===== config.mk =====
export PLATFORM = sky130hd
export DESIGN_NAME = csi2_tx_top
export DESIGN_NICKNAME = d
export VERILOG_FILES = /design/src/rtl/csi2_pkg.sv /design/src/rtl/csi2_frame_sequencer.sv /design/src/rtl/csi2_short_pkt_gen.sv /design/src/rtl/csi2_long_pkt_gen.sv /design/src/rtl/csi2_lane_arbiter.sv /design/src/rtl/csi2_tx_top.sv
export SDC_FILE = /design/constraint.sdc
export NUM_CORES = 1
export LEC_CHECK = 0
export BUFFER_PORTS_ARGS = -buffer_cell sky130_fd_sc_hd__buf_2
export CORE_ASPECT_RATIO = 0.6
export CORE_MARGIN = 3
export CORE_UTILIZATION = 64
export DETAILED_ROUTE_END_ITERATION = 6
export GPL_TIMING_DRIVEN = 0
export PLACE_DENSITY_LB_ADDON = 0.08
export SLEW_MARGIN = 5
export SYNTH_ARGS = -nofsm -noshare
export SYNTH_HDL_FRONTEND = slang
export SYNTH_SLANG_ARGS = --single-unit

===== constraint.sdc =====
create_clock -name dphy_active -period 4.8 [get_ports dphy_active]
set_clock_uncertainty 0.15 [all_clocks]
set_input_delay 0.96 -clock dphy_active [delete_from_list [all_inputs] [get_ports dphy_active]]
set_output_delay 0.96 -clock dphy_active [all_outputs]
set_load 0.02 [all_outputs]

===== src/rtl/csi2_pkg.sv =====
`default_nettype none

package csi2_pkg;

   typedef logic [7:0]  byte_t;
   typedef logic [3:0]  vc_t;
   typedef logic [5:0]  dt_t;
   typedef logic [15:0] field_t;
   typedef logic [15:0] crc_t;

   // short packet data types
   localparam dt_t DT_FS = 6'h00;
   localparam dt_t DT_FE = 6'h01;
   localparam dt_t DT_LS = 6'h02;
   localparam dt_t DT_LE = 6'h03;

   localparam dt_t  DT_LONG_DEFAULT = 6'h2B;
   localparam crc_t CRC_SEED        = 16'hFFFF;

   typedef enum logic [2:0] {IDLE, FS, LS, LONG, LE, FE} seq_state_t;

   //////////////////////////////
   // header ECC, d = {vc[3:2], field, vc[1:0], dt}
   //////////////////////////////
   function automatic byte_t ecc_calc(input logic [25:0] d);
      byte_t e;
      e[0] = ^{d[0], d[1], d[2], d[4], d[5], d[7], d[10], d[11], d[13], d[16],
               d[20], d[21], d[22], d[23], d[24]};
      e[1] = ^{d[0], d[1], d[3], d[4], d[6], d[8], d[10], d[12], d[14], d[17],
               d[20], d[21], d[22], d[23], d[25]};
      e[2] = ^{d[0], d[2], d[3], d[5], d[6], d[9], d[11], d[12], d[15], d[18],
               d[20], d[21], d[22], d[24], d[25]};
      e[3] = ^{d[1], d[2], d[3], d[7], d[8], d[9], d[13], d[14], d[15], d[19],
               d[20], d[21], d[23], d[24], d[25]};
      e[4] = ^{d[4], d[5], d[6], d[7], d[8], d[9], d[16], d[17], d[18], d[19],
               d[20], d[22], d[23], d[24], d[25]};
      e[5] = ^{d[10], d[11], d[12], d[13], d[14], d[15], d[16], d[17], d[18], d[19],
               d[21], d[22], d[23], d[24], d[25]};
      // top two bits carry the extended vc
      e[6] = d[24];
      e[7] = d[25];
      return e;
   endfunction

   // one byte of CRC-16, lsb first, reflected poly 0x8408
   function automatic crc_t crc16_step(input crc_t crc, input byte_t b);
      crc_t c;
      logic fb;
      c = crc;
      for (int n = 0; n < 8; n++) begin
         fb = b[n] ^ c[0];
         c  = c >> 1;
         if (fb) begin
            c = c ^ 16'h8408;
         end
      end
      return c;
   endfunction

endpackage

`default_nettype wire


===== src/rtl/csi2_frame_sequencer.sv =====
`timescale 1ns/1ps
`default_nettype none

module csi2_frame_sequencer #(
   parameter int LINES    = 4,
   parameter int FNUM_MAX = 3
) (
   input  wire logic             dphy_active,
   input  wire logic             rst_n_i,
   input  wire logic             start_i,
   input  wire logic             line_sync_en_i,
   output logic                  short_req_o,
   output csi2_pkg::dt_t         short_dt_o,
   output csi2_pkg::field_t      short_field_o,
   input  wire logic             short_done_i,
   output logic                  long_req_o,
   output csi2_pkg::field_t      line_o,
   input  wire logic             long_done_i,
   output logic                  busy_o
);
   import csi2_pkg::*;

   seq_state_t state_q;
   field_t     fnum_q;
   field_t     line_q;
   logic       sync_q;
   logic       tail_q;
   logic       last_line;

   assign last_line = (line_q == field_t'(LINES));

   //////////////////////////////
   // packet order
   //////////////////////////////
   always_ff @(posedge dphy_active) begin
      if (!rst_n_i) begin
         state_q <= IDLE;
         fnum_q  <= 16'd1;
         line_q  <= 16'd1;
         sync_q  <= 1'b0;
         tail_q  <= 1'b0;
      end else begin
         tail_q <= 1'b0;
         case (state_q)
            IDLE: begin
               if (start_i) begin
                  state_q <= FS;
                  line_q  <= 16'd1;
                  // line sync mode fixed for the whole frame
                  sync_q  <= line_sync_en_i;
               end
            end
            FS: begin
               if (short_done_i) begin
                  state_q <= sync_q ? LS : LONG;
               end
            end
            LS: begin
               if (short_done_i) begin
                  state_q <= LONG;
               end
            end
            LONG: begin
               if (long_done_i) begin
                  if (sync_q) begin
                     state_q <= LE;
                  end else if (last_line) begin
                     state_q <= FE;
                  end else begin
                     line_q <= line_q + 16'd1;
                  end
               end
            end
            LE: begin
               if (short_done_i) begin
                  state_q <= last_line ? FE : LS;
                  if (!last_line) begin
                     line_q <= line_q + 16'd1;
                  end
               end
            end
            FE: begin
               if (short_done_i) begin
                  state_q <= IDLE;
                  // covers the cycle the FE word leaves the arbiter
                  tail_q  <= 1'b1;
                  fnum_q  <= (fnum_q == field_t'(FNUM_MAX)) ? 16'd1 : fnum_q + 16'd1;
               end
            end
            default: state_q <= IDLE;
         endcase
      end
   end

   always_comb begin
      short_req_o   = 1'b0;
      short_dt_o    = DT_FS;
      short_field_o = fnum_q;
      case (state_q)
         FS: short_req_o = 1'b1;
         FE: begin
            short_req_o = 1'b1;
            short_dt_o  = DT_FE;
         end
         LS: begin
            short_req_o   = 1'b1;
            short_dt_o    = DT_LS;
            short_field_o = line_q;
         end
         LE: begin
            short_req_o   = 1'b1;
            short_dt_o    = DT_LE;
            short_field_o = line_q;
         end
         default: short_req_o = 1'b0;
      endcase
   end

   assign long_req_o = (state_q == LONG);
   assign line_o     = line_q;
   assign busy_o     = (state_q != IDLE) || tail_q;

endmodule

`default_nettype wire


===== src/rtl/csi2_short_pkt_gen.sv =====
`timescale 1ns/1ps
`default_nettype none

module csi2_short_pkt_gen (
   input  wire logic             dphy_active,
   input  wire logic             rst_n_i,
   input  wire logic             req_i,
   input  wire csi2_pkg::dt_t    dt_i,
   input  wire csi2_pkg::field_t field_i,
   input  wire csi2_pkg::vc_t    vc_i,
   output logic                  valid_o,
   output csi2_pkg::byte_t       byte_o,
   output logic                  last_o,
   input  wire logic             ready_i,
   output logic                  done_o
);
   import csi2_pkg::*;

   byte_t      hdr_q [4];
   logic [1:0] idx_q;
   logic       active_q;
   logic       xfer;

   assign xfer = active_q && ready_i;

   always_ff @(posedge dphy_active) begin
      if (!rst_n_i) begin
         active_q <= 1'b0;
         idx_q    <= 2'd0;
      end else if (!active_q) begin
         if (req_i) begin
            active_q <= 1'b1;
            idx_q    <= 2'd0;
         end
      end else if (xfer) begin
         idx_q <= idx_q + 2'd1;
         if (last_o) begin
            active_q <= 1'b0;
         end
      end
   end

   // capture header on request
   always_ff @(posedge dphy_active) begin
      if (!active_q && req_i) begin
         hdr_q[0] <= {vc_i[1:0], dt_i};
         hdr_q[1] <= field_i[7:0];
         hdr_q[2] <= field_i[15:8];
         hdr_q[3] <= ecc_calc({vc_i[3:2], field_i, vc_i[1:0], dt_i});
      end
   end

   assign valid_o = active_q;
   assign byte_o  = hdr_q[idx_q];
   assign last_o  = (idx_q == 2'd3);
   assign done_o  = xfer && last_o;

endmodule

`default_nettype wire


===== src/rtl/csi2_long_pkt_gen.sv =====
`timescale 1ns/1ps
`default_nettype none

module csi2_long_pkt_gen #(
   parameter int WORD_COUNT = 30
) (
   input  wire logic             dphy_active,
   input  wire logic             rst_n_i,
   input  wire logic             req_i,
   input  wire csi2_pkg::field_t line_i,
   input  wire csi2_pkg::vc_t    vc_i,
   output logic                  valid_o,
   output csi2_pkg::byte_t       byte_o,
   output logic                  last_o,
   input  wire logic             ready_i,
   output logic                  done_o
);
   import csi2_pkg::*;

   // header, payload, two crc bytes
   localparam int     TOTAL = WORD_COUNT + 6;
   localparam int     IDX_W = $clog2(TOTAL);
   localparam field_t WC    = field_t'(WORD_COUNT);

   byte_t            hdr_q [4];
   field_t           line_q;
   crc_t             crc_q;
   logic [IDX_W-1:0] idx_q;
   logic [IDX_W-1:0] pay_k;
   logic             active_q;
   logic             xfer;
   logic             in_hdr;
   logic             in_pay;

   assign xfer   = active_q && ready_i;
   assign pay_k  = idx_q - IDX_W'(4);
   assign in_hdr = (idx_q < IDX_W'(4));
   assign in_pay = !in_hdr && (pay_k < IDX_W'(WORD_COUNT));
   assign last_o = (idx_q == IDX_W'(TOTAL - 1));

   always_ff @(posedge dphy_active) begin
      if (!rst_n_i) begin
         active_q <= 1'b0;
         idx_q    <= '0;
      end else if (!active_q) begin
         if (req_i) begin
            active_q <= 1'b1;
            idx_q    <= '0;
         end
      end else if (xfer) begin
         idx_q <= idx_q + IDX_W'(1);
         if (last_o) begin
            active_q <= 1'b0;
         end
      end
   end

   //////////////////////////////
   // header capture and crc
   //////////////////////////////
   always_ff @(posedge dphy_active) begin
      if (!active_q && req_i) begin
         hdr_q[0] <= {vc_i[1:0], DT_LONG_DEFAULT};
         hdr_q[1] <= WC[7:0];
         hdr_q[2] <= WC[15:8];
         hdr_q[3] <= ecc_calc({vc_i[3:2], WC, vc_i[1:0], DT_LONG_DEFAULT});
         line_q   <= line_i;
         crc_q    <= CRC_SEED;
      end else if (xfer && in_pay) begin
         crc_q <= crc16_step(crc_q, byte_o);
      end
   end

   always_comb begin
      if (in_hdr) begin
         byte_o = hdr_q[idx_q[1:0]];
      end else if (in_pay) begin
         // payload byte k of line n is k + n
         byte_o = byte_t'(pay_k) + line_q[7:0];
      end else if (last_o) begin
         byte_o = crc_q[15:8];
      end else begin
         byte_o = crc_q[7:0];
      end
   end

   assign valid_o = active_q;
   assign done_o  = xfer && last_o;

endmodule

`default_nettype wire


===== src/rtl/csi2_lane_arbiter.sv =====
`timescale 1ns/1ps
`default_nettype none

module csi2_lane_arbiter #(
   parameter int LANES   = 4,
   parameter int CREDITS = 4
) (
   input  wire logic            dphy_active,
   input  wire logic            rst_n_i,
   input  wire logic            sp_valid_i,
   input  wire csi2_pkg::byte_t sp_byte_i,
   input  wire logic            sp_last_i,
   output logic                 sp_ready_o,
   input  wire logic            lp_valid_i,
   input  wire csi2_pkg::byte_t lp_byte_i,
   input  wire logic            lp_last_i,
   output logic                 lp_ready_o,
   input  wire logic            credit_i,
   output logic                 word_valid_o,
   output logic [LANES*8-1:0]   word_data_o,
   output logic [2:0]           word_nbytes_o
);
   import csi2_pkg::*;

   localparam int CW = $clog2(CREDITS + 1);

   byte_t         pack_q [LANES];
   logic [2:0]    cnt_q;
   logic [2:0]    base;
   logic          pend_q;
   logic          lock_q;
   logic          own_lp_q;
   logic [CW-1:0] credit_q;
   logic [CW-1:0] credit_nxt;
   logic          sel_lp;
   logic          sel_valid;
   byte_t         sel_byte;
   logic          sel_last;
   logic          emit;
   logic          ready;
   logic          acc;
   logic          word_done;

   // short packets win when both ask
   assign sel_lp    = lock_q ? own_lp_q : !sp_valid_i;
   assign sel_valid = sel_lp ? lp_valid_i : sp_valid_i;
   assign sel_byte  = sel_lp ? lp_byte_i : sp_byte_i;
   assign sel_last  = sel_lp ? lp_last_i : sp_last_i;

   assign emit = pend_q && (credit_q != '0);

   always_comb begin
      credit_nxt = credit_q;
      if (credit_i && !emit && (credit_q != CW'(CREDITS))) begin
         credit_nxt = credit_q + CW'(1);
      end else if (!credit_i && emit) begin
         credit_nxt = credit_q - CW'(1);
      end
   end

   // take a byte only when its word can leave on the next cycle
   assign ready      = (!pend_q || emit) && (credit_nxt != '0);
   assign acc        = ready && sel_valid;
   assign sp_ready_o = ready && !sel_lp;
   assign lp_ready_o = ready && sel_lp;

   assign base      = emit ? 3'd0 : cnt_q;
   assign word_done = ((base + 3'd1) == 3'(LANES)) || sel_last;

   //////////////////////////////
   // grant, packing, credits
   //////////////////////////////
   always_ff @(posedge dphy_active) begin
      if (!rst_n_i) begin
         cnt_q    <= 3'd0;
         pend_q   <= 1'b0;
         lock_q   <= 1'b0;
         own_lp_q <= 1'b0;
         credit_q <= CW'(CREDITS);
      end else begin
         credit_q <= credit_nxt;
         if (acc) begin
            cnt_q    <= base + 3'd1;
            pend_q   <= word_done;
            lock_q   <= !sel_last;
            own_lp_q <= sel_lp;
         end else if (emit) begin
            cnt_q  <= 3'd0;
            pend_q <= 1'b0;
         end
      end
   end

   always_ff @(posedge dphy_active) begin
      for (int i = 0; i < LANES; i++) begin
         if (acc && (base == 3'(i))) begin
            pack_q[i] <= sel_byte;
         end
      end
   end

   // unused lanes of a partial word read as zero
   always_comb begin
      for (int i = 0; i < LANES; i++) begin
         word_data_o[i*8 +: 8] = (3'(i) < cnt_q) ? pack_q[i] : 8'h00;
      end
   end

   assign word_valid_o  = emit;
   assign word_nbytes_o = cnt_q;

endmodule

`default_nettype wire


===== src/rtl/csi2_tx_top.sv =====
`timescale 1ns/1ps
`default_nettype none

module csi2_tx_top #(
   parameter int LANES      = 4,
   parameter int WORD_COUNT = 30,
   parameter int LINES      = 4,
   parameter int FNUM_MAX   = 3,
   parameter int CREDITS    = 4
) (
   input  wire logic          dphy_active,
   input  wire logic          rst_n_i,
   input  wire logic          start_i,
   input  wire csi2_pkg::vc_t vc_i,
   input  wire logic          line_sync_en_i,
   input  wire logic          credit_i,
   output logic               word_valid_o,
   output logic [LANES*8-1:0] word_data_o,
   output logic [2:0]         word_nbytes_o,
   output logic               busy_o
);
   import csi2_pkg::*;

   logic   short_req;
   dt_t    short_dt;
   field_t short_field;
   logic   short_done;
   logic   long_req;
   field_t line;
   logic   long_done;

   // short and long byte streams into the arbiter
   logic   sp_valid;
   byte_t  sp_byte;
   logic   sp_last;
   logic   sp_ready;
   logic   lp_valid;
   byte_t  lp_byte;
   logic   lp_last;
   logic   lp_ready;

   csi2_frame_sequencer #(
      .LINES    (LINES),
      .FNUM_MAX (FNUM_MAX)
   ) seq_i (
      .dphy_active    (dphy_active),
      .rst_n_i        (rst_n_i),
      .start_i        (start_i),
      .line_sync_en_i (line_sync_en_i),
      .short_req_o    (short_req),
      .short_dt_o     (short_dt),
      .short_field_o  (short_field),
      .short_done_i   (short_done),
      .long_req_o     (long_req),
      .line_o         (line),
      .long_done_i    (long_done),
      .busy_o         (busy_o)
   );

   csi2_short_pkt_gen short_i (
      .dphy_active (dphy_active),
      .rst_n_i     (rst_n_i),
      .req_i       (short_req),
      .dt_i        (short_dt),
      .field_i     (short_field),
      .vc_i        (vc_i),
      .valid_o     (sp_valid),
      .byte_o      (sp_byte),
      .last_o      (sp_last),
      .ready_i     (sp_ready),
      .done_o      (short_done)
   );

   csi2_long_pkt_gen #(
      .WORD_COUNT (WORD_COUNT)
   ) long_i (
      .dphy_active (dphy_active),
      .rst_n_i     (rst_n_i),
      .req_i       (long_req),
      .line_i      (line),
      .vc_i        (vc_i),
      .valid_o     (lp_valid),
      .byte_o      (lp_byte),
      .last_o      (lp_last),
      .ready_i     (lp_ready),
      .done_o      (long_done)
   );

   csi2_lane_arbiter #(
      .LANES   (LANES),
      .CREDITS (CREDITS)
   ) arb_i (
      .dphy_active   (dphy_active),
      .rst_n_i       (rst_n_i),
      .sp_valid_i    (sp_valid),
      .sp_byte_i     (sp_byte),
      .sp_last_i     (sp_last),
      .sp_ready_o    (sp_ready),
      .lp_valid_i    (lp_valid),
      .lp_byte_i     (lp_byte),
      .lp_last_i     (lp_last),
      .lp_ready_o    (lp_ready),
      .credit_i      (credit_i),
      .word_valid_o  (word_valid_o),
      .word_data_o   (word_data_o),
      .word_nbytes_o (word_nbytes_o)
   );

endmodule

`default_nettype wire


==> results of run 1 <==
-- synth_stat cells (all sizes together) (4+ instances only) --
cell	instances	share of area
edfxtp	78	0.28
dfxtp	76	0.18
nand2	75	0.034
a21oi	65	0.040
xnor2	65	0.069
nor2	59	0.026
inv	43	0.019
o21ai	40	0.024
nor2b	34	0.025
ha	23	0.034
nand3	23	0.014
xor2	20	0.021
clkbuf	19	0.0084
nor3	19	0.011
mux2i	18	0.021
buf	17	0.012
or3	17	0.013
and2	14	0.010
o211ai	13	0.012
mux2	11	0.015
a31oi	10	0.0074
and3	10	0.0074
nand2b	8	0.0062
nand4	8	0.0077
nor4	7	0.0052
o21a	6	0.0053
or4	6	0.0058
a211o	5	0.0052
nand3b	5	0.0044
a2111oi	4	0.0078
a221oi	4	0.0041
a22oi	4	0.0035
and4	4	0.0041
mux4	4	0.011
nor3b	4	0.0035
-- where the power goes --
group | internal, W | switching [W]
logic | 0.0000699 | 0.000152
clock network | 0.000685 | 0.000613
registers | 0.00143 | 0.0000127
-- state kept, by name, indices dropped and copies added (netlist names), 2 cells and up, named ones only --
signal	count
long_i.idx_q	6
seq_i.fnum_q	16
arb_i.pack_q	32
short_i.hdr_q	28
long_i.hdr_q	10
seq_i.state_q	3
seq_i.line_o	16
long_i.crc_q	16
arb_i.credit_q	3
arb_i.word_nbytes_o	3
short_i.idx_q	2
long_i.line_q	8
-- per-stage QoR --
step | utilization | cells
2_1_floorplan | - | 862
3_3_place_gp | 0.713 | 1071
3_5_place_dp | 0.713 | 1071
4_1_cts | 0.758 | 1103
5_1_grt | 0.758 | 1103
6_report | 0.758 | 1103
-- cell families (layout without fill, tap and decap cells) --
family	Yosys count	after routing	share of synthesized area
adders and majority gates	24	24	0.0363
and+or+nand+nor	303	303	0.187
xor gates and xnor gates	87	87	0.0952
DFF	154	154	0.456
buffers and inverters	81	157	0.0398
AOI/OAI and AO/OA	180	180	0.140
muxes	33	33	0.0465
-- routing by layer --
| metal | wire length, um | track usage |
|---|---|---|
| met3 | 2810 | 0.0993 |
| met5 | 0 | 0 |
| met2 | 9330 | 0.438 |
| met4 | 349 | 0.0911 |
| met1 | 9540 | 0.441 |
-- worst min-delay path, cell delays in order, from the launching register on --
cell and delay, ns:
dfxtp_1 0.33, nand2_1 0.06, a21oi_1 0.06
-- final timing paths --
path	startpoint	to	cells after the start
min	seq_i.sync_q	seq_i.sync_q	2
max	long_i.idx_q[2]	long_i.crc_q[8]	13
min reg2reg	seq_i.sync_q	seq_i.sync_q	2
max reg2reg	long_i.idx_q[2]	long_i.crc_q[8]	13
-- cell type report --
class,count,area share
clock buffer,17,0.0449
tap,165,0.0218
sequential,154,0.408
inverter,45,0.0178
timing repair buffer,44,0.0233
clock inverter,15,0.0141
buffer,36,0.0178
multi-input combinational,627,0.452
==> summary.md, run 1 <==
| Metric | Value |
|---|---|
| Status | `finished, final reports clean` |
| Maximum VDD drop | `0.000271 V` |
| Clock-pin transition on the worst setup and hold timing paths | `0.07 ns` |
| Worst setup SP type | `flop` |
| Total GRT Usage | `0.305` |
| Setup Buffers After CTS | `0` |
| Avg Inst Size Synth | `9.84 sq um` |
| CP Class | `flop to flop` |
| Post-DP HPWL | `16000 um` |
| Leak | `3.56 nW` |
| DRT Wirelength | `22000 um` |
| Crit path buf inv count | `2` |
| Register area | `3860 sq um` |
| Gate Count Post-Synth | `862` |
| Mapped Nets | `895` |
| Diodes inserted | `0` |
| Cts hold-fix bufs | `0` |
| PortBufs | `44` |
| Power Total | `0.00296 W` |
| Antenna viol nets, final | `0` |
| Initial cell density of the core | `0.679` |
| Gr ovfl total | `0` |
| Cts bufs inserted | `17` |
| Final instance area | `9460 sq um` |
| Hold Path Class | `flop to flop` |
| TritonCTS clock tree | `yes` |
| Area grow syn2layout | `11.6%` |
| Ys Warns | `0` |
| DR DRC count | `0` |
| CP Data Required Time | `4.94 ns` |
| Routed vias/inst | `6.42` |
| #FFs+latches synth | `154` |
| Max Cap Violations | `0` |
| Final hold violation count | `0` |
| Drt pass-1 iters | `6` |
| Fraction of registers with async set/reset | `0` |
| # rows | `31` |
| Max Root-Sink Buffers | `2` |
| Post-layout net count | `958` |
| Number of flops mapped to enable cells by yosys | `78` |
| DRT iter0 DRCs | `797` |
| Critical Path Slowest Stage Cell | `xor3_2` |
| Clock Sinks | `154` |
| Critical Path AT | `4.11 ns` |
| Vias in the first global route | `6503` |
| Post-placement cell area | `8900 sq um` |
| Fill cell count | `821` |
| WL per Instance | `20.0 um` |
| Final setup viols | `0` |
| RSZ-0062 raised after global routing | `no` |
| Tightest Pin Transition | `1.03 ns` |
| Reg2Reg Setup Slack | `0.83 ns` |
| Setup crit end kind | `flop` |
| Final period utilization | `0.827` |
| Area of the multi-input gates | `4280 sq um` |
| Slew HR | `0.314` |
| Netlist cell types | `76` |
| Period minus WS final | `3.97 ns` |
| Most frequent cells in the layout | `edfxtp_1 (78), dfxtp_1 (76), nand2_1 (74)` |
| Layout cells sized above 1 | `0.136` |
| Die span in y | `95.2 um` |
| Clock Latency Late Sink | `0.43 ns` |
| Post-cts resize count | `0` |
| Hold slack | `0.340 ns` |
| Initial antenna violation count | `0` |
| Final slew viol count | `0` |
| Setup TNS | `0 ns` |
| Via count | `7076` |
| Seq/Total Area, Yosys | `0.456` |
| Die ar. | `14700 sq um` |
| Final worst-path setup slack | `0.829 ns` |
| Post-synth top flop | `edfxtp_1` |
| Fmax | `252 MHz` |
| IO Count | `46` |
| Core region area | `12500 sq um` |
| Commonest non-fill, non-tap cell in the layout | `edfxtp_1` |
| Largest net degree at the start of global routing | `29` |
| Worst-path maximum fanout | `6` |
| Pwr per Cell Area | `313 nW/um^2` |
| # H-tree levels | `4` |
| Crit-path leading delay family | `XOR/XNOR gates` |
| CP cell instances | `inv_1, ha_1, xnor2_2, inv_1, ha_1, nor3b_1, a311o_1, or4_1, a21oi_1, xor3_2, xnor2_1, mux2i_1, nand2_1` |
| RePlAce Congestion | `0.954` |
| Mapped cell area | `8480 sq um` |
| First-pass GRT wire length | `34700 um` |
| Die W | `155 um` |
| Pre-CTS setup slack | `0.928 ns` |
| Slowest cell delay on critical path | `0.48 ns` |
| Root buffer cell | `clkbuf_16` |
Note: power is estimated with default switching activity, not from simulation.
==> run 2, diff against run 1 <==
CORE_UTILIZATION = 62   (was 64)
clock period = 3.72 ns   (was 4.8 ns; I/O delays follow)
==> run 2 against run 1 <==
Effect of this change:
- critical path type unchanged
- cell count up 0.63%
- combinational power is 28% higher
- via count is 2.0% lower
- maximum frequency increased by 11%
- register-to-register slack worse by 0.68 ns
- sequential power rose by 29%
- highest routed layer unchanged
- wire length increased by 1.3%
- first-iteration DRC count is 8.9% lower
- critical endpoint is now arb_i.pack_q[0][6]
==> summary.md, run 2 (synthesis gave the netlist of run 1 again) <==
| Metric | Value |
|---|---|
| Status | `finished, final reports clean (unchanged)` |
| Clock Power Share | `0.463 (was 0.438)` |
| Crit path launch | `long_i.idx_q[3] (was long_i.idx_q[2])` |
| Clock Sinks | `154 (unchanged)` |
| Final core utilization | `0.733 (was 0.758)` |
| # H-tree levels | `4 (unchanged)` |
| R2r endpoint | `arb_i.pack_q[0][6] (was long_i.crc_q[8])` |
| Setup crit end kind | `flop (unchanged)` |
| Diodes inserted | `0 (unchanged)` |
| Met2 wire length | `9670 um (was 9330 um)` |
| Setup TNS | `0 ns (unchanged)` |
| Largest register FFs | `32 (unchanged)` |
| Commonest non-fill, non-tap cell in the layout | `edfxtp_1 (unchanged)` |
| Most frequent cells in the layout | `edfxtp_1 (78), nand2_1 (74), dfxtp_1 (74) (was edfxtp_1 (78), dfxtp_1 (76), nand2_1 (74))` |
| Hold EP | `seq_i.sync_q (unchanged)` |
| Die span in y | `96.6 um (was 95.2 um)` |
| First-pass GRT wire length | `34500 um (was 34700 um)` |
| Critical Path AT | `3.48 ns (was 4.11 ns)` |
| Drt pass-1 iters | `6 (unchanged)` |
| Root buffer cell | `clkbuf_16 (unchanged)` |
| Pwr per Cell Area | `416 nW/um^2 (was 313 nW/um^2)` |
| DR DRC count | `0 (unchanged)` |
| Final instance area | `9600 sq um (was 9460 sq um)` |
| Clock Latency Late Sink | `0.43 ns (about the same)` |
| Maximum VDD drop | `0.000297 V (was 0.000271 V)` |
| Sw frac | `0.258 (was 0.263)` |
| Period minus WS final | `3.57 ns (was 3.97 ns)` |
| Worst hold path depth | `2 (unchanged)` |
| TritonCTS clock tree | `yes (unchanged)` |
| Internal Power | `0.00296 W (was 0.00218 W)` |
| RSZ-0062 raised after global routing | `no (unchanged)` |
| Final slew viol count | `0 (unchanged)` |
| Total GRT Usage | `0.297 (was 0.305)` |
| Max Root-Sink Buffers | `2 (unchanged)` |
| Core region area | `13100 sq um (was 12500 sq um)` |
| Switch Pwr | `0.00103 W (was 0.000778 W)` |
| Max Cap Violations | `0 (unchanged)` |
| Post-DP HPWL | `16200 um (was 16000 um)` |
| Die ar. | `15200 sq um (was 14700 sq um)` |
| Most flop-heavy register | `arb_i.pack_q (unchanged)` |
| Logic pwr share | `0.071 (was 0.075)` |
| Via count | `6936 (was 7076)` |
| Layout cells sized above 1 | `0.146 (was 0.136)` |
| Initial antenna violation count | `0 (unchanged)` |
| Wire length on met1 | `10000 um (was 9540 um)` |
| Antenna viol nets, final | `0 (unchanged)` |
| Post-placement cell area | `8910 sq um (was 8900 sq um)` |
| Final period utilization | `0.959 (was 0.827)` |
| Top sig layer | `met4 (unchanged)` |
| Leak | `3.59 nW (was 3.56 nW)` |
| Post-layout net count | `960 (was 958)` |
| Seq pwr share | `0.465 (was 0.487)` |
| Die W | `157 um (was 155 um)` |
| Gr ovfl total | `0 (unchanged)` |
| Fmax | `280 MHz (was 252 MHz)` |
| Clock-pin transition on the worst setup and hold timing paths | `0.07 ns (about the same)` |
| CP Class | `flop to flop (unchanged)` |
| Hold Path Class | `flop to flop (unchanged)` |
| Final setup viols | `0 (unchanged)` |
| DRT iter0 DRCs | `726 (was 797)` |
| IO Count | `46 (unchanged)` |
| RePlAce Congestion | `0.949 (was 0.954)` |
| WL per Instance | `20.1 um (was 20.0 um)` |
| Vias in the first global route | `6491 (was 6503)` |
| Worst-path maximum fanout | `6 (unchanged)` |
| PortBufs | `44 (unchanged)` |
| Area grow syn2layout | `13.2% (was 11.6%)` |
| CP Data Required Time | `3.63 ns (was 4.94 ns)` |
| Reg2Reg Setup Slack | `0.15 ns (was 0.83 ns)` |
| Regs by FF count | `arb_i.pack_q: 32 flops, short_i.hdr_q: 28 flops (unchanged)` |
| Initial cell density of the core | `0.648 (was 0.679)` |
| Routed vias/inst | `6.25 (was 6.42)` |
| Tightest Pin Transition | `1.02 ns (was 1.03 ns)` |
| Worst setup SP type | `flop (unchanged)` |
| Cts bufs inserted | `17 (unchanged)` |
| Hold path startpoint | `seq_i.sync_q (unchanged)` |
| Hold slack | `0.336 ns (was 0.340 ns)` |
| Path depth of the worst reg2reg path | `11 (was 13)` |
| Largest net degree at the start of global routing | `29 (unchanged)` |
| DRT Wirelength | `22300 um (was 22000 um)` |
| FF-to-FF Start | `long_i.idx_q[3] (was long_i.idx_q[2])` |
| Cts hold-fix bufs | `0 (unchanged)` |
| Slew HR | `0.320 (was 0.314)` |
| Final hold violation count | `0 (unchanged)` |
| Routed wl met3 | `2380 um (was 2810 um)` |
| # rows | `32 (was 31)` |
## run 2: final cells by class
cell class | instances | area, sq um
Timing Repair Buffer | 46 | 235
Multi-Input combinational cell | 627 | 4320
Clock inverter | 15 | 203
Buffer | 36 | 169
Sequential cell | 154 | 3870
Clock buffer | 17 | 425
Fill cell | 912 | 3490
Tap cell | 170 | 213
Inverter | 45 | 169
## run 2: worst max-delay path by stage
stage                               to  slack, ns
detailed placement     long_i.crc_q[8]      -0.23
global route           long_i.crc_q[1]       0.03
global placement       long_i.crc_q[8]      -0.06
CTS                    long_i.crc_q[8]       0.05
finish              arb_i.pack_q[0][6]       0.15
floorplan              long_i.crc_q[8]       0.45
## run 2: worst max-delay path, stage by stage (launching register included)
cell      delay, ns
dfxtp_2        0.42
inv_1          0.11
ha_1           0.26
xnor2_2        0.23
inv_1          0.07
ha_2           0.40
o21ai_0        0.11
o21bai_1       0.15
a21oi_1        0.11
xnor2_1        0.16
o21ai_0        0.59
o21ai_0        0.45
## run 2: timing repair
action | 4_1_cts | 5_1_grt
resized for setup | 4 | 6
buffers inserted | 0 | 2
endpoints found under the setup margin | 4 | 13
pin swaps | 0 | 2
## run 2: power by group through the flow
stage | Combinational [W] | Sequential (W) | Clock, W
finish | 0.000285 | 0.00186 | 0.00185
global route | 0.000311 | 0.00186 | 0.00193
CTS | 0.000282 | 0.00186 | 0.00186
detailed placement | 0.000279 | 0.00190 | 0
global placement | 0.000269 | 0.00189 | 0
floorplan | 0.000188 | 0.00189 | 0
## run 2: stage by stage
stage | worst slack [ns] | power [W] | instances
floorplan | 0.447 | 0.00208 | 862
global placement | -0.0590 | 0.00216 | 1076
detailed placement | -0.229 | 0.00218 | 1076
CTS | 0.0490 | 0.00400 | 1108
global route | 0.0319 | 0.00410 | 1110
finish | 0.153 | 0.00399 | 1110
## run 2: routing by layer
layer,track usage,vias to the layer above
li1,-,3220
met1,0.431,3326
met2,0.438,355
met3,0.0872,35
met4,0.0736,0
met5,0,-
